$ cat src/rtl/ntm_fixed_pkg.sv
// Fixed-point weight format shared by the addressing pipeline, referenced by scoped names
`default_nettype none

package ntm_fixed_pkg;

  //////////////////////////////
  // Word format
  //////////////////////////////

  // One weighting element, all bits fractional
  localparam int WEIGHT_W = 8;

  // Binary point sits above the top bit, 255 reads as 255/256
  localparam int FRAC_BITS = 8;

  // Weighting element
  typedef logic [WEIGHT_W-1:0] weight_t;

  // Gate g or one shift tap, same fraction as a weight
  typedef logic [WEIGHT_W-1:0] gain_t;

  //////////////////////////////
  // Arithmetic constants
  //////////////////////////////

  // Largest element value, clamp point for the convolution
  localparam weight_t WEIGHT_MAX = 8'd255;

  // Exact 1.0, one bit wider than a gain so that 1 - g fits
  localparam logic [WEIGHT_W:0] ONE_FULL = 9'd256;

endpackage

`default_nettype wire

$ cat src/rtl/ntm_head_pkg.sv
// Head control parameters carried through the addressing pipeline, referenced by scoped names
`default_nettype none

package ntm_head_pkg;

  // Sharpening exponent, only 1 to 3 are legal
  typedef logic [1:0] gamma_t;

  // Legal exponent range
  localparam gamma_t GAMMA_MIN = 2'd1;
  localparam gamma_t GAMMA_MAX = 2'd3;

  // Three-tap circular shift kernel
  typedef struct packed {
    ntm_fixed_pkg::gain_t tap_back;  // Offset -1
    ntm_fixed_pkg::gain_t tap_stay;  // Offset 0
    ntm_fixed_pkg::gain_t tap_fwd;   // Offset +1
  } shift_kernel_t;

  // Everything one request needs besides the weightings, 34 bits
  typedef struct packed {
    ntm_fixed_pkg::gain_t g;
    shift_kernel_t        shift;
    gamma_t               gamma;
  } head_params_t;

endpackage

`default_nettype wire

$ cat src/rtl/ntm_sharpening.sv
// Power-by-gamma of every element over two stages, last step of the addressing pipeline
`timescale 1ns/1ps
`default_nettype none

module ntm_sharpening #(
  parameter int ELEMENTS = 8
) (
  input  logic                                        CLK,
  input  logic                                        RST,
  input  logic                                        in_valid,
  input  ntm_head_pkg::gamma_t                        gamma,
  input  ntm_fixed_pkg::weight_t [ELEMENTS-1:0]       ws,
  output logic                                        out_valid,
  output ntm_fixed_pkg::weight_t [ELEMENTS-1:0]       w_out
);

  // Full product of two weights
  localparam int PROD_W = 2 * ntm_fixed_pkg::WEIGHT_W;

  //////////////////////////////
  // Stage one, square
  //////////////////////////////

  logic [PROD_W-1:0] sq_prod [ELEMENTS];
  ntm_fixed_pkg::weight_t [ELEMENTS-1:0] sq_next;

  always_comb begin
    for (int j = 0; j < ELEMENTS; j++) begin
      sq_prod[j] = PROD_W'(ws[j] * ws[j]);
      // Truncate back to the weight fraction
      sq_next[j] = sq_prod[j][ntm_fixed_pkg::FRAC_BITS +: ntm_fixed_pkg::WEIGHT_W];
    end
  end

  logic                                  s1_valid;
  ntm_head_pkg::gamma_t                  s1_gamma;
  ntm_fixed_pkg::weight_t [ELEMENTS-1:0] s1_w;
  ntm_fixed_pkg::weight_t [ELEMENTS-1:0] s1_sq;

  always_ff @(posedge CLK or posedge RST) begin
    if (RST) begin
      s1_valid <= 1'b0;
    end else begin
      s1_valid <= in_valid;
    end
  end

  // Base kept for the cube and for gamma 1
  always_ff @(posedge CLK) begin
    if (in_valid) begin
      s1_w     <= ws;
      s1_sq    <= sq_next;
      s1_gamma <= gamma;
    end
  end

  //////////////////////////////
  // Stage two, cube and select
  //////////////////////////////

  logic [PROD_W-1:0] cube_prod [ELEMENTS];
  ntm_fixed_pkg::weight_t [ELEMENTS-1:0] pow_sel;

  always_comb begin
    for (int j = 0; j < ELEMENTS; j++) begin
      // Square already truncated, so the cube truncates twice
      cube_prod[j] = PROD_W'(s1_sq[j] * s1_w[j]);
      case (s1_gamma)
        2'd2:    pow_sel[j] = s1_sq[j];
        2'd3:    pow_sel[j] = cube_prod[j][ntm_fixed_pkg::FRAC_BITS +: ntm_fixed_pkg::WEIGHT_W];
        // Gamma 1, and the illegal 0 falls back to it
        default: pow_sel[j] = s1_w[j];
      endcase
    end
  end

  // Result visible until the next request lands
  always_ff @(posedge CLK or posedge RST) begin
    if (RST) begin
      out_valid <= 1'b0;
      w_out     <= '0;
    end else begin
      out_valid <= s1_valid;
      if (s1_valid) begin
        w_out <= pow_sel;
      end
    end
  end

  // Exponent from the head must be in range by the time it gets here
  a_gamma_legal: assert property (@(posedge CLK) disable iff (RST)
    in_valid |-> (gamma >= ntm_head_pkg::GAMMA_MIN) && (gamma <= ntm_head_pkg::GAMMA_MAX));

endmodule

`default_nettype wire

$ cat config.mk
export PLATFORM = sky130hd
export DESIGN_NAME = ntm_sharpening
export DESIGN_NICKNAME = d
export VERILOG_FILES = /design/src/rtl/ntm_fixed_pkg.sv /design/src/rtl/ntm_head_pkg.sv /design/src/rtl/ntm_sharpening.sv
export SDC_FILE = /design/constraint.sdc
export NUM_CORES = 2
export LEC_CHECK = 0
export BUFFER_PORTS_ARGS = -buffer_cell sky130_fd_sc_hd__buf_2
export CORE_MARGIN = 10
export CORE_UTILIZATION = 60
export CTS_CLUSTER_SIZE = 28
export DETAILED_ROUTE_END_ITERATION = 12
export GPL_TIMING_DRIVEN = 0
export MAX_ROUTING_LAYER = met4
export PLACE_DENSITY = 0.78
export SYNTH_ARGS = -nofsm -noshare
export SYNTH_HDL_FRONTEND = slang
export SYNTH_SLANG_ARGS = --single-unit
$ cat constraint.sdc
create_clock -name CLK -period 5.3 [get_ports CLK]
set_input_delay 0.795 -clock CLK [delete_from_list [all_inputs] [get_ports CLK]]
set_output_delay 0.795 -clock CLK [all_outputs]
set_load 0.05 [all_outputs]
==> results.md <==
* Register area at 5560 µm²
* Critical Path AT at 5.37 ns
* Worst-path clk slew at 0.08 ns
* CP endpoint: w_out[14]
* RSZ-0062 raised after global routing: no
* Initial core utilization at 61.0%
* Number of fill cells at 4524
* Synth async-reset ratio at 33.7%
* Crit-path cells: and2_1 > fa_1 > fa_1 > inv_1 > fa_1 > inv_1 > fa_1 > ha_1 > a21oi_2 > a21boi_1 > a2111oi_2 > o31ai_2 > a21oi_1 > xor2_1 > o21ai_0
* Top Ports at 134
* Layout cells sized above 1 at 6.21%
* Fin area at 36000 µm²
* Number of distinct library cells after synthesis at 81
* Post-detail-place hpwl at 61.1 mm
* Rows at 86
* Gr usage total at 24.3%
* Element type at the critical path start: flip-flop
* Gate Count Post-Synth at 3493
* Final layout net count at 4681
* Compound-Gate Fraction of Synth Area at 8.50%
* R2R Path End: w_out[14]
* Slowest CP cell: a2111oi_2
* R2r setup slk at 0.28 ns
* Worst-path fanout max at 9
* Setup-failing EPs final at 0
* Post-CTS setup buffer count at 0
* Max incr delay on CP at 0.56 ns
* RD Place Congestion at 0.933
* Inserted Clock Buffers at 17
* Least-Margin Pin Slew at 1.20 ns
* Commonest cells in the netlist: inv_1, and2_1, ha_1
* Critical path class: flip-flop to flip-flop
* Cts repair resizes at 0
* Worst-Skew Late Latency at 0.47 ns
* Post-synthesis simple-gate area fraction at 16.7%
* Setup crit end kind: flip-flop
* First-pass GRT wire length at 128 mm
* Hold/Removal Path Class: input port to asynchronous set/reset pin
* Vias in the first global route at 26187
* DRC Markers at 0
* CTS H-tree lvls at 4
* Slew Limit Fails at 0
* Clock Tree Root: clkbuf_16
* Worst R2R Path Depth at 15
* Bufs on Longest Clock Path at 2
* Area of the multi-input gates at 25600 µm²
* Hold_buf cts at 0
* Vias post-DR at 24805
* Die X at 257 µm
* DR vias/cell at 5.63
* Post-synth EDFFs at 130
* Total grt overflow at 0
* Post-synthesis adder-cell area fraction at 46.3%
* Initial DRC Count at 1483
* Post-synthesis mux area share at 0.952%
* DIE AREA at 66200 µm²
* Max_slew headroom at 20.2%
* Remaining antenna violation count at 0
* Max Cap Viol at 0
* Synth Cell Area at 33800 µm²
* Initial antenna violation count at 0
* Number of inserted diodes at 0
* Fin Clk Skew at 0.0167 ns
* Area of the core at 55400 µm²
* Worst reg2reg startpoint: s1_w[10]
* Fmax at 199 MHz
* Synth Area per Inst at 9.67 µm²
* Synth Area in XOR/XNOR at 3.37%
* Yosys warns at 0
* Clock tree from TritonCTS: done
* Final hold violations at 0
* WL/cell at 17.4 µm
* Die height at 257 µm
* Sequential element share of the synthesized area at 16.4%
* Largest net degree at the start of global routing at 74
* Yosys top cell area share at 28.0%
* Synth-to-layout area growth at 6.51%
* Synth area leader: fa_1
* Post-DP Area at 35400 µm²
* Synthesized Nets at 4528
* Top_reg_cell synth: edfxtp_1
* Period minus WS final at 5.02 ns
* Sink Count at 196
* Final period util at 94.7%
* CP Data Required Time at 5.65 ns
* TritonRoute pass-1 iters at 5
* Largest family of logic cells by synthesized area: adder cells
* Synth area leaders: fa_1, ha_1, edfxtp_1, and2_1, inv_1
* Outcome: finished clean
* Count leader, synth: inv_1
* Number of buffers added on ports at 133
* Critical Path Start: s1_w[10]
* Wirelength, routed at 76.5 mm
* Most frequent CP cell: fa_1
* Synthesized flop and latch total at 196
-- layer usage --
metal	track usage [%]	vias up	part of all wire (%)
li1	-	11621	-
met4	5.85	0	2.1
met5	-	-	0
met3	6.39	93	8.9
met1	29.4	12306	41
met2	40.0	785	48
-- worst min-delay path by stage --
stage | start | to | slack, ns | cells past startpoint
finish | RST | w_out[57] | 0.48 | 2
global route | gamma[1] | s1_gamma[1] | 0.48 | 1
floorplan | s1_valid | out_valid | 0.44 | 0
detailed placement | w_out[11] | w_out[11] | 0.46 | 2
CTS | w_out[11] | w_out[11] | 0.48 | 2
global placement | w_out[11] | w_out[11] | 0.46 | 2
-- cell families after synthesis --
logic type,count (synthesis)
xor gates and xnor gates,130
adders and majority gates,966
AOI/OAI and AO/OA,417
buffers and inverters,694
muxes,30
and+or+nand+nor,1060
DFF,196
-- flip-flops by register name (all words and copies together) (netlist names) --
signal / count
out_valid: 1
s1_gamma: 2
s1_sq: 64
w_out: 64
s1_w: 64
s1_valid: 1
-- cell type report --
type,count,share of cell area [%]
Clock inverter,12,0.369
Clock buffer,18,1.19
Multi-Input combinational cell,2603,71.2
Tap cell,748,2.60
Buffer,64,0.699
Timing Repair Buffer,134,1.94
Inverter,630,6.58
Sequential cell,196,15.4
-- critical path: cells and delay by family, from the launching register on --
kind | cells | cell delay [ns]
and+or+nand+nor | 1 | 0.25
AOI/OAI and AO/OA | 6 | 1.52
adders and majority gates | 5 | 2.23
DFF | 1 | 0.54
xor gates and xnor gates | 1 | 0.24
buffers and inverters | 2 | 0.11
-- layout by cell type (no fill, tap or decap), types with 22 or more instances in the layout --
cell type and n:
inv_1 627, and2_1 498, ha_1 494, fa_1 472, nand2_1 252, buf_2 135, nor2_1 130, edfxtp_1 130
a21oi_1 113, xnor2_1 81, dfrtp_1 66, clkbuf_1 60, o21ai_0 53, a21o_1 49, xor2_1 49, nor3_1 43
o22ai_1 24, nand3_1 22
-- stage by stage --
stage | setup WS (ns) | util (%) | cells | hold slack (ns) | TNS [ns]
final | 0.278 | 64.9 | 4405 | 0.480 | 0
after global placement | -0.00908 | 63.9 | 4374 | 0.462 | -0.00908
after global routing | 0.136 | 64.9 | 4405 | 0.483 | 0
after detailed placement | -0.0565 | 63.9 | 4375 | 0.465 | -0.0883
after CTS | 0.345 | 64.9 | 4405 | 0.485 | 0
after floorplan | 0.433 | - | 3493 | 0.445 | 0
Power is left out: the tool's default activity adds up to more than one toggle a clock period on the data nets, which glitch-free logic cannot reach.
