--- config.mk ---
export PLATFORM = sky130hd
export DESIGN_NAME = ntm_interpolation
export DESIGN_NICKNAME = d
export VERILOG_FILES = /design/src/rtl/ntm_fixed_pkg.sv /design/src/rtl/ntm_head_pkg.sv /design/src/rtl/ntm_interpolation.sv
export SDC_FILE = /design/constraint.sdc
export NUM_CORES = 2
export LEC_CHECK = 0
export BUFFER_PORTS_ARGS = -buffer_cell sky130_fd_sc_hd__buf_2
export CORE_ASPECT_RATIO = 1.25
export CORE_MARGIN = 2
export CORE_UTILIZATION = 35
export DETAILED_ROUTE_END_ITERATION = 6
export GPL_TIMING_DRIVEN = 0
export PLACE_DENSITY = 0.6
export SLEW_MARGIN = 5
export SYNTH_ARGS = -nofsm -noshare
export SYNTH_HDL_FRONTEND = slang
export SYNTH_SLANG_ARGS = --single-unit
--- constraint.sdc ---
create_clock -name CLK -period 0.8 [get_ports CLK]
set_input_delay 0.08 -clock CLK [delete_from_list [all_inputs] [get_ports CLK]]
set_output_delay 0.08 -clock CLK [all_outputs]
set_load 0.01 [all_outputs]
--- src/rtl/ntm_fixed_pkg.sv ---
// Fixed-point weight format shared by the addressing pipeline, referenced by scoped names
`default_nettype none

package ntm_fixed_pkg;

  //////////////////////////////
  // Word format
  //////////////////////////////

  // One weighting element, all bits fractional
  localparam int WEIGHT_W = 8;

  // Binary point sits above the top bit, 255 reads as 255/256
  localparam int FRAC_BITS = 8;

  // Weighting element
  typedef logic [WEIGHT_W-1:0] weight_t;

  // Gate g or one shift tap, same fraction as a weight
  typedef logic [WEIGHT_W-1:0] gain_t;

  //////////////////////////////
  // Arithmetic constants
  //////////////////////////////

  // Largest element value, clamp point for the convolution
  localparam weight_t WEIGHT_MAX = 8'd255;

  // Exact 1.0, one bit wider than a gain so that 1 - g fits
  localparam logic [WEIGHT_W:0] ONE_FULL = 9'd256;

endpackage

`default_nettype wire

--- src/rtl/ntm_head_pkg.sv ---
// Head control parameters carried through the addressing pipeline, referenced by scoped names
`default_nettype none

package ntm_head_pkg;

  // Sharpening exponent, only 1 to 3 are legal
  typedef logic [1:0] gamma_t;

  // Legal exponent range
  localparam gamma_t GAMMA_MIN = 2'd1;
  localparam gamma_t GAMMA_MAX = 2'd3;

  // Three-tap circular shift kernel
  typedef struct packed {
    ntm_fixed_pkg::gain_t tap_back;  // Offset -1
    ntm_fixed_pkg::gain_t tap_stay;  // Offset 0
    ntm_fixed_pkg::gain_t tap_fwd;   // Offset +1
  } shift_kernel_t;

  // Everything one request needs besides the weightings, 34 bits
  typedef struct packed {
    ntm_fixed_pkg::gain_t g;
    shift_kernel_t        shift;
    gamma_t               gamma;
  } head_params_t;

endpackage

`default_nettype wire

--- src/rtl/ntm_interpolation.sv ---
// Gated blend of content and previous weightings, first step of the addressing pipeline
`timescale 1ns/1ps
`default_nettype none

module ntm_interpolation #(
  parameter int ELEMENTS = 8
) (
  input  logic                                        CLK,
  input  logic                                        RST,
  input  logic                                        in_valid,
  input  ntm_head_pkg::head_params_t                  head,
  input  ntm_fixed_pkg::weight_t [ELEMENTS-1:0]       wc,
  input  ntm_fixed_pkg::weight_t [ELEMENTS-1:0]       w_prev,
  output logic                                        out_valid,
  output ntm_head_pkg::head_params_t                  out_head,
  output ntm_fixed_pkg::weight_t [ELEMENTS-1:0]       wg
);

  // Two products plus carry
  localparam int SUM_W = 2 * ntm_fixed_pkg::WEIGHT_W + 1;

  //////////////////////////////
  // Blend datapath
  //////////////////////////////

  // 1 - g, needs the ninth bit when g is zero
  logic [ntm_fixed_pkg::WEIGHT_W:0] g_inv;
  logic [SUM_W-1:0] blend_sum [ELEMENTS];
  ntm_fixed_pkg::weight_t [ELEMENTS-1:0] wg_next;

  assign g_inv = ntm_fixed_pkg::ONE_FULL - {1'b0, head.g};

  // All elements in parallel
  always_comb begin
    for (int j = 0; j < ELEMENTS; j++) begin
      blend_sum[j] = SUM_W'(head.g * wc[j]) + SUM_W'(g_inv * w_prev[j]);
      // Weights of g and 1-g add to 1.0, so the top bit stays clear
      wg_next[j] = blend_sum[j][ntm_fixed_pkg::FRAC_BITS +: ntm_fixed_pkg::WEIGHT_W];
    end
  end

  //////////////////////////////
  // Output register
  //////////////////////////////

  // Strobe
  always_ff @(posedge CLK or posedge RST) begin
    if (RST) begin
      out_valid <= 1'b0;
    end else begin
      out_valid <= in_valid;
    end
  end

  // Payload, head travels alongside for the later steps
  always_ff @(posedge CLK) begin
    if (in_valid) begin
      wg       <= wg_next;
      out_head <= head;
    end
  end

  // Blend result never leaves the span of its two sources
  for (genvar j = 0; j < ELEMENTS; j++) begin : g_span_chk
    a_blend_in_span: assert property (@(posedge CLK) disable iff (RST)
      out_valid |->
        ((wg[j] >= $past(wc[j])) && (wg[j] <= $past(w_prev[j]))) ||
        ((wg[j] <= $past(wc[j])) && (wg[j] >= $past(w_prev[j]))));
  end

endmodule

`default_nettype wire

==> results.md <==
* Status: finished with violations
* Failing checks: setup timing
* CP Class: in -> reg
* Max-slew violations at 0
* NumNets Final at 5,803
* Slew HR at 0.155
* Most common cell after layout, fill and taps aside: inv_1
* Max VDD drop at 4.44 mV
* Core Util, Final at 0.420
* CP Launch Type: primary input
* DIE WIDTH at 296 microns
* CTS Buffer Depth at 2
* # DRC at 0
* CTS sink cnt at 99
* Synth cell types at 52
* # fillers at 10,300
* Drt initial violations at 1,899
* Highest clock rate at 163 MHz
* Vias at 28,500
* Number of synthesized flops with an enable pin at 98
* Post-DP HPWL at 97,000 microns
* RSZ-0062 raised after global routing: true
* H-tree level count at 3
* Worst EP required at 1.02 ns
* Initial Utilization at 0.353
* Worst Path Arrival at 6.35 ns
* Port bufs at 263
* Pre-Repair DR Iteration Count at 5
* Hold EP: out_head[26]$_DFFE_PP_
* Max-cap violations at 0
* Final period utilization at 7.67
* Number of global-route vias before repair at 31,000
* Share of cells above drive strength 1 at 0.175
* Hold Path Origin: head[26]
* ANT nets after route at 0
* Final instance area at 0.0443 sq mm
* PD cells at 4900 mW/mm^2
* Antenna violations before repair at 57
* Final setup fails at 163
* Tightest Hold Check Type: in -> reg
* Root Driver: clkbuf_16
* Warnings from Yosys at 0
* Io pins at 264
* First-pass GRT wire length at 188,000 microns
* Mapped Cells at 3,936
* Hold Vio Cnt, Final at 0
* Chip Height at 368 microns
* Yosys reg bits at 99
* Worst Slack Setup Final at -5.33 ns
* Placed Area at 0.0406 sq mm
* Seq/Total Area, Yosys at 0.0798
* GRT Util Overall at 0.237
* Final min period at 6.13 ns
* Non-filler instance count after layout at 5,813
* Site Rows at 133
* Core Box Area at 0.105 sq mm
* Top FF cell, synth: edfxtp_1
* Layout Area Growth over Synthesis at 19.1%
* Syn Nets at 5,374
* Most frequent cells in the layout: 1,004 x inv_1, 776 x fa_1, 595 x and2_1
* Reg area at 0.00297 sq mm
* Crit-path max FO at 5
* Clk pin slew, worst setup/hold paths at 0.08 ns
* Hold Path Depth at 2
* TritonCTS buffer count at 9
* Mapped Avg Cell Area at 9.45 sq um
* GP Congestion at 0.934
* Worst Setup End Kind: flip-flop
* Final Power at 217 mW
* Synthesized area at 0.0372 sq mm
* Largest net degree at the start of global routing at 53
* Dpl cells at 5,618
* LEAKAGE at 22.7 nW
* Worst slew pin tran at 1.27 ns
* Area of the multi-input gates at 0.0314 sq mm
* Full die area at 0.109 sq mm
* Routed WL at 124,000 microns
* Clock tree from TritonCTS: built
* FFs w/ async S/R, synth at 0.0101
* Grt total ovfl at 0
* Per-cell routed wire length at 21.4 microns
* Via density at 4.89
[critical path, cell delays in order]
cell      delay, ns
buf_12         0.12
buf_12         0.13
clkinv_8       0.04
ha_4           0.13
nand2_4        0.06
or3_4          0.38
nor3_4         0.20
buf_6          0.19
buf_12         0.12
buf_12         0.10
nand2_4        0.04
fa_2           0.54
inv_2          0.04
fa_1           0.45
fa_2           0.56
fa_2           0.47
fa_1           0.56
inv_2          0.04
fa_1           0.48
inv_2          0.05
ha_4           0.22
and4_4         0.19
a21o_1         0.17
or3_1          0.32
o221a_4        0.26
o21a_1         0.19
nor2_1         0.11
xnor2_1        0.08
[how the worst max path moves through the flow]
| stage | endpoint | slack (ns) | from | depth (start not counted) |
|---|---|---|---|---|
| finish | wg[54]$_DFFE_PP_ | -5.33 | head[26] | 28 |
| floorplan | wg[54]$_DFFE_PP_ | -5.54 | head[26] | 26 |
| global placement | wg[54]$_DFFE_PP_ | -7.58 | head[26] | 24 |
| CTS | wg[47]$_DFFE_PP_ | -5.27 | head[26] | 26 |
| global route | wg[54]$_DFFE_PP_ | -5.47 | head[26] | 28 |
| detailed placement | wg[23]$_DFFE_PP_ | -7.50 | head[26] | 25 |
[sequential cells by signal, summed over array words and instances (netlist names)]
register / count
wg: 64
out_head: 34
out_valid: 1
[timing repair]
action	4_1_cts	5_1_grt
hold buffers	35	0
resized for setup	415	90
endpoints found under the hold margin	34	0
gates cloned	1	1
pin swaps	167	79
buffers inserted	92	31
endpoints found under the setup margin	163	176
[cells in the mapped netlist, types with 2 or more instances]
cell type / count / share of area
nand2b_1: 3 / 0.00050
a21o_1: 16 / 0.0032
clkbuf_1: 105 / 0.011
and2_1: 611 / 0.10
nand3_1: 6 / 0.00081
or3_1: 6 / 0.0010
a211oi_1: 3 / 0.00061
nand4_1: 9 / 0.0015
a22oi_1: 7 / 0.0014
and3_1: 2 / 0.00034
nor2b_1: 5 / 0.00084
nand2_1: 485 / 0.049
a41oi_2: 4 / 0.0017
or2_2: 2 / 0.00034
fa_1: 808 / 0.44
o211ai_1: 5 / 0.0010
o211a_1: 2 / 0.00054
edfxtp_1: 98 / 0.079
buf_2: 6 / 0.00081
a31oi_1: 3 / 0.00050
xor2_1: 18 / 0.0042
o21a_1: 10 / 0.0020
ha_1: 465 / 0.16
nor2_1: 43 / 0.0043
xnor2_1: 84 / 0.020
a21oi_1: 27 / 0.0036
o21ai_0: 26 / 0.0035
o21ai_1: 2 / 0.00027
nor4_1: 2 / 0.00034
nor3_1: 14 / 0.0019
inv_1: 1038 / 0.10
[metrics by stage]
stage	setup TNS [ns]	hold WS, ns	setup WS [ns]
after floorplan	-319.89	-0.191	-5.54
final	-343.77	0.0968	-5.33
after global placement	-625.32	-0.0871	-7.58
after global routing	-357.39	0.0766	-5.47
after CTS	-341.74	0.0580	-5.27
after detailed placement	-472.71	-0.0852	-7.50
[cells by family after synthesis]
logic type / count (synthesis) / synth area share
XOR/XNOR: 102 / 0.0240
AO/OA/AOI/OAI: 118 / 0.0227
AND/OR/NAND/NOR: 1194 / 0.166
adder cells (fa/ha/maj): 1273 / 0.592
buffers and inverters: 1150 / 0.116
flip-flops: 99 / 0.0798
[cell type report]
| class | instances | share of cell area |
|---|---|---|
| sequential | 99 | 0.0670 |
| multi-input combinational | 2687 | 0.710 |
| clock buffer | 9 | 0.00509 |
| tap | 1417 | 0.0400 |
| inverter | 1039 | 0.0884 |
| buffer | 110 | 0.0207 |
| clock inverter | 7 | 0.00206 |
| timing repair buffer | 419 | 0.0652 |
| antenna | 26 | 0.00147 |
[power by group]
| group | total (mW) | leakage [nW] | internal (mW) | switching [mW] |
|---|---|---|---|---|
| Sequential | 14.3 | 0.970 | 13.7 | 0.552 |
| Combinational | 197 | 21.6 | 96.6 | 101 |
| Clock | 5.32 | 0.152 | 2.50 | 2.82 |
| Total | 217 | 22.7 | 113 | 104 |
[routing by layer]
layer,part of all wire,track usage
met3,0.080,0.0540
met5,0.0023,0
met1,0.37,0.275
met2,0.49,0.405
met4,0.059,0.126
Power figures use the tool's default switching activity.
