$ cat src/rtl/ntm_fixed_pkg.sv
// Fixed-point weight format shared by the addressing pipeline, referenced by scoped names
`default_nettype none

package ntm_fixed_pkg;

  //////////////////////////////
  // Word format
  //////////////////////////////

  // One weighting element, all bits fractional
  localparam int WEIGHT_W = 8;

  // Binary point sits above the top bit, 255 reads as 255/256
  localparam int FRAC_BITS = 8;

  // Weighting element
  typedef logic [WEIGHT_W-1:0] weight_t;

  // Gate g or one shift tap, same fraction as a weight
  typedef logic [WEIGHT_W-1:0] gain_t;

  //////////////////////////////
  // Arithmetic constants
  //////////////////////////////

  // Largest element value, clamp point for the convolution
  localparam weight_t WEIGHT_MAX = 8'd255;

  // Exact 1.0, one bit wider than a gain so that 1 - g fits
  localparam logic [WEIGHT_W:0] ONE_FULL = 9'd256;

endpackage

`default_nettype wire

$ cat src/rtl/ntm_head_pkg.sv
// Head control parameters carried through the addressing pipeline, referenced by scoped names
`default_nettype none

package ntm_head_pkg;

  // Sharpening exponent, only 1 to 3 are legal
  typedef logic [1:0] gamma_t;

  // Legal exponent range
  localparam gamma_t GAMMA_MIN = 2'd1;
  localparam gamma_t GAMMA_MAX = 2'd3;

  // Three-tap circular shift kernel
  typedef struct packed {
    ntm_fixed_pkg::gain_t tap_back;  // Offset -1
    ntm_fixed_pkg::gain_t tap_stay;  // Offset 0
    ntm_fixed_pkg::gain_t tap_fwd;   // Offset +1
  } shift_kernel_t;

  // Everything one request needs besides the weightings, 34 bits
  typedef struct packed {
    ntm_fixed_pkg::gain_t g;
    shift_kernel_t        shift;
    gamma_t               gamma;
  } head_params_t;

endpackage

`default_nettype wire

$ cat src/rtl/ntm_shift_convolution.sv
// Circular three-tap shift of the blended weighting, second step of the addressing pipeline
`timescale 1ns/1ps
`default_nettype none

module ntm_shift_convolution #(
  parameter int ELEMENTS = 8
) (
  input  logic                                        CLK,
  input  logic                                        RST,
  input  logic                                        in_valid,
  input  ntm_head_pkg::head_params_t                  head,
  input  ntm_fixed_pkg::weight_t [ELEMENTS-1:0]       wg,
  output logic                                        out_valid,
  output ntm_head_pkg::gamma_t                        gamma,
  output ntm_fixed_pkg::weight_t [ELEMENTS-1:0]       ws
);

  // Three products, two carry bits
  localparam int SUM_W = 2 * ntm_fixed_pkg::WEIGHT_W + 2;
  // Integer part left after dropping the fraction
  localparam int SHR_W = SUM_W - ntm_fixed_pkg::FRAC_BITS;
  // One tap times one weight
  localparam int PROD_W = 2 * ntm_fixed_pkg::WEIGHT_W;

  logic [SUM_W-1:0] conv_sum [ELEMENTS];
  logic [SHR_W-1:0] conv_shr [ELEMENTS];
  ntm_fixed_pkg::weight_t [ELEMENTS-1:0] ws_next;

  //////////////////////////////
  // Tap sum per element
  //////////////////////////////

  for (genvar j = 0; j < ELEMENTS; j++) begin : g_tap
    // Neighbour indices wrap around the ends
    localparam int IDX_BACK = (j + 1) % ELEMENTS;
    localparam int IDX_FWD  = (j + ELEMENTS - 1) % ELEMENTS;

    assign conv_sum[j] = SUM_W'(head.shift.tap_back * wg[IDX_BACK])
                       + SUM_W'(head.shift.tap_stay * wg[j])
                       + SUM_W'(head.shift.tap_fwd  * wg[IDX_FWD]);

    // Drop fraction
    assign conv_shr[j] = conv_sum[j][SUM_W-1:ntm_fixed_pkg::FRAC_BITS];

    // Clamp, taps are not required to sum to one
    assign ws_next[j] = (conv_shr[j] > SHR_W'(ntm_fixed_pkg::WEIGHT_MAX))
                      ? ntm_fixed_pkg::WEIGHT_MAX
                      : conv_shr[j][ntm_fixed_pkg::WEIGHT_W-1:0];
  end

  //////////////////////////////
  // Output register
  //////////////////////////////

  always_ff @(posedge CLK or posedge RST) begin
    if (RST) begin
      out_valid <= 1'b0;
    end else begin
      out_valid <= in_valid;
    end
  end

  // Only gamma is still needed downstream
  always_ff @(posedge CLK) begin
    if (in_valid) begin
      ws    <= ws_next;
      gamma <= head.gamma;
    end
  end

  // Clamp rather than wrap keeps every element above the centre tap alone
  for (genvar j = 0; j < ELEMENTS; j++) begin : g_sat_chk
    a_ws_saturated: assert property (@(posedge CLK) disable iff (RST)
      out_valid |->
        ws[j] >= ($past(PROD_W'(head.shift.tap_stay * wg[j])) >> ntm_fixed_pkg::FRAC_BITS));
  end

endmodule

`default_nettype wire

$ cat config.mk
export PLATFORM = sky130hd
export DESIGN_NAME = ntm_shift_convolution
export DESIGN_NICKNAME = d
export VERILOG_FILES = /design/src/rtl/ntm_fixed_pkg.sv /design/src/rtl/ntm_head_pkg.sv /design/src/rtl/ntm_shift_convolution.sv
export SDC_FILE = /design/constraint.sdc
export NUM_CORES = 2
export LEC_CHECK = 0
export ABC_AREA = 0
export BUFFER_PORTS_ARGS = -buffer_cell sky130_fd_sc_hd__buf_2
export CORE_ASPECT_RATIO = 0.8
export CORE_MARGIN = 2
export CORE_UTILIZATION = 45
export DETAILED_ROUTE_END_ITERATION = 6
export SLEW_MARGIN = 20
export SYNTH_ARGS = -nofsm -noshare
export SYNTH_HDL_FRONTEND = slang
export SYNTH_SLANG_ARGS = --single-unit
export TNS_END_PERCENT = 1
$ cat constraint.sdc
create_clock -name CLK -period 0.8 [get_ports CLK]
set_input_delay 0 -clock CLK [delete_from_list [all_inputs] [get_ports CLK]]
set_output_delay 0 -clock CLK [all_outputs]
set_load 0.01 [all_outputs]
==> results by group <==
Timing
  – Max-slew headroom: 0.605
  – Slew Limit Fails: 0
  – Final Hold Viols: 0
  – Fmax: 171 MHz
  – Final setup violation count: 131
  – Worst Tran Pin Value: 0.592 ns
  – Setup repair after global routing missed its margin: true
  – Final period utilization: 7.33
  – Post-route setup slack: -5.06 ns
  – Min Tclk post-route: 5.86 ns

Synth
  – Avg Cell Area, Syn: 9.18 sq um
  – Mapped Area: 56000 sq um
  – Number of flops mapped to enable cells by yosys: 66
  – Syn nets: 8245
  – Top FF cell, synth: edfxtp_1
  – Syn. warnings: 0
  – Yosys reg bits: 67
  – Part of the Yosys area used for sequential elements: 0.0358
  – Async set-reset flop share out of synthesis: 0.0149
  – Syn Inst Count: 6104
  – Post-synth cell types: 67

Route
  – WL per Instance: 19.3 um
  – Residual DRC count: 0
  – Vias post-DR: 40.7k
  – Vias/cell: 4.87
  – Antenna Violating Nets Remaining: 0
  – Iter 0 DRT Violations: 2640
  – Post-Route WL: 161 mm
  – Pre-Repair DR Iteration Count: 5

Worst hold path
  – Hold depth: 2
  – WHS Endpoint: ws[47]$_SDFFCE_PN1P_
  – Hold path start: in_valid
  – Worst Hold Class: primary input to flip-flop

Global route
  – Busiest grt layer: met2
  – Grt total ovfl: 0
  – First-pass GRT wire length: 259 mm
  – Initial antenna violation count: 15
  – Vias in the first global route: 44.4k
  – Largest net degree at the start of global routing: 36
  – GRT Util Overall: 0.267
  – Met2 Use GR: 0.403
  – Grt met1 use: 0.400
  – Grt met3 use: 0.0543

Setup path
  – Slowest-stage cell, CP: fa_1
  – CP required: 1.00 ns
  – Worst EP arrival: 6.06 ns
  – Crit-path cells: buf_6 -> buf_12 -> buf_4 -> and2_1 -> fa_1 -> fa_1 -> inv_1 -> fa_1 -> fa_1 -> inv_1 -> fa_1 -> fa_1 -> inv_1 -> fa_1 -> inv_1 -> ha_1 -> and3_4 -> a211oi_2 -> buf_4 -> or3b_1 -> and4_4 -> o21ai_4 -> nand3_1
  – Critical path startpoint category: primary input
  – CP max FO: 11
  – Crit end category: flip-flop
  – Worst path most repeated cell: fa_1
  – CP peak stage delay: 0.55 ns
  – Critical path class: primary input to flip-flop

Clock network
  – Max Root-Sink Buffers: 2
  – Htree depth: 3
  – CTS clock-pin slew for the worst setup and hold paths: 0.08 ns
  – Root Buffer: clkbuf_16
  – CTS tree: built
  – Clock sink count: 67
  – Num CTS Buffers: 9

Final layout
  – Area Overhead vs Synth: 16.7%
  – Nets: 8840
  – Layout cells sized above 1: 0.149

Die
  – Die height: 320 um
  – Die Wd: 399 um
  – Die ar.: 127000 sq um
  – Initial core utilization: 0.454
  – Row count: 115
  – Top-level I/O count: 168
  – Area of the core: 123000 sq um

Place
  – Gpl congestion: 0.917
  – HPWL Detailed: 136 mm
  – I/O Buffers: 159
  – Place WS: -5.76 ns

Run status
  – Status: complete, but fails checks
  – Failing checks: setup timing

Run
  – Max-cap violations: 0
cells by family (layout without fill, tap and decap cells):
family                     count (synthesis)  in the layout  share of synthesized area
AOI/OAI and AO/OA                        177            177                     0.0236
xor gates and xnor gates                  62             62                    0.00982
adders and majority gates               2040           2040                      0.627
buffers and inverters                   2051           2649                      0.137
DFF                                       67             67                     0.0358
muxes                                      6              6                    0.00109
other                                      0              6                          0
and+or+nand+nor                         1701           1701                      0.165
per-layer routing:
metal | vias up | routed length [um] | share of wire
li1 | 18700 | - | -
met1 | 20500 | 74400 | 0.46
met2 | 1280 | 70100 | 0.44
met3 | 157 | 13400 | 0.084
met4 | 4 | 2770 | 0.017
met5 | - | 18 | 0.00011
critical path, delay by kind of cell:
family	cells	cell delay, ns
adders and majority gates	8	3.83
and+or+nand+nor	5	1.08
buffers and inverters	8	0.84
AOI/OAI and AO/OA	2	0.29
placed cells by master (no fill, tap or decap), drive strengths merged, types with 22 or more instances in the layout:
cell type | synthesis | final
inv | 1755 | 1755
fa | 1280 | 1280
and2 | 1013 | 1013
buf | 1 | 870
ha | 760 | 760
nand2 | 540 | 540
edfxtp | 66 | 66
a21oi | 49 | 49
nand2b | 40 | 40
xor2 | 33 | 33
a21o | 31 | 31
xnor2 | 29 | 29
o21ai | 24 | 24
nand3 | 22 | 22
sequential cells by signal, summed over array words and instances, names as in the netlist:
register	cells
ws	64
gamma	2
out_valid	1
worst max path at each step:
stage                                end  slack, ns  cells past startpoint     start
finish               ws[6]$_SDFFCE_PN1P_      -5.06                     23  head[23]
global route        ws[34]$_SDFFCE_PN1P_      -5.25                     24  head[19]
CTS                 ws[56]$_SDFFCE_PN1P_      -5.03                     26  head[22]
detailed placement  ws[50]$_SDFFCE_PN1P_      -5.76                     21  head[23]
global placement    ws[34]$_SDFFCE_PN1P_      -5.66                     22  head[22]
floorplan           ws[34]$_SDFFCE_PN1P_      -5.19                     22  head[23]
per-stage QoR:
| stage | utilization | area [sq um] | hold WS (ns) | setup TNS (ns) | std cells |
|---|---|---|---|---|---|
| global placement | 0.519 | 64000 | -0.166 | -357.43 | 8285 |
| global route | 0.530 | 65400 | 0.0343 | -345.98 | 8342 |
| detailed placement | 0.519 | 64000 | -0.161 | -363.47 | 8285 |
| floorplan | - | 56300 | -0.271 | -327.83 | 6104 |
| finish | 0.531 | 65400 | 0.0430 | -329.62 | 8346 |
| CTS | 0.529 | 65200 | 0.0176 | -331.48 | 8339 |
cell usage after synthesis, types with 3 or more instances:
| library cell | n | area share |
|---|---|---|
| a2111oi_0 | 3 | 0.00047 |
| a2111oi_4 | 3 | 0.0015 |
| a211o_1 | 3 | 0.00047 |
| a211oi_1 | 5 | 0.00067 |
| a21o_1 | 31 | 0.0042 |
| a21oi_1 | 48 | 0.0043 |
| a31oi_1 | 11 | 0.0012 |
| and2_1 | 1013 | 0.11 |
| and3_1 | 10 | 0.0011 |
| and4_1 | 3 | 0.00047 |
| clkbuf_1 | 295 | 0.020 |
| edfxtp_1 | 66 | 0.035 |
| fa_1 | 1280 | 0.46 |
| ha_1 | 760 | 0.17 |
| inv_1 | 1755 | 0.12 |
| mux2i_1 | 5 | 0.00089 |
| nand2_1 | 540 | 0.036 |
| nand2b_1 | 40 | 0.0045 |
| nand3_1 | 22 | 0.0020 |
| nand4_1 | 10 | 0.0011 |
| nand4b_1 | 7 | 0.0011 |
| nand4bb_1 | 3 | 0.00060 |
| nor2_1 | 20 | 0.0013 |
| nor2b_1 | 10 | 0.0011 |
| nor3_1 | 9 | 0.00080 |
| o211ai_1 | 9 | 0.0012 |
| o21a_1 | 5 | 0.00067 |
| o21ai_0 | 19 | 0.0017 |
| o21ai_2 | 3 | 0.00047 |
| o21bai_1 | 10 | 0.0013 |
| o31ai_1 | 3 | 0.00040 |
| or3_1 | 5 | 0.00056 |
| xnor2_1 | 29 | 0.0045 |
| xor2_1 | 32 | 0.0050 |
final cells by class:
type	instances	area, sq um
clock buffers	10	229
inverters	1755	6590
repair buffers	880	7650
diodes	6	15.0
fillers	11200	57900
well taps	1638	2050
multi-input cells	3986	46900
clock inverters	4	20.0
flip-flops and latches	67	2010
repair_timing:
action                                  in CTS  in global routing
hold buffers                                 5                  0
hold endpoints to repair                     4                  0
setup buffers                               29                  1
gates cloned                                 6                  0
resized for setup                          126                 38
pin swaps                                   85                 30
endpoints found under the setup margin     131                132
Power is left out: the tool's default activity adds up to more than one toggle a clock period on the data nets, which glitch-free logic cannot reach.
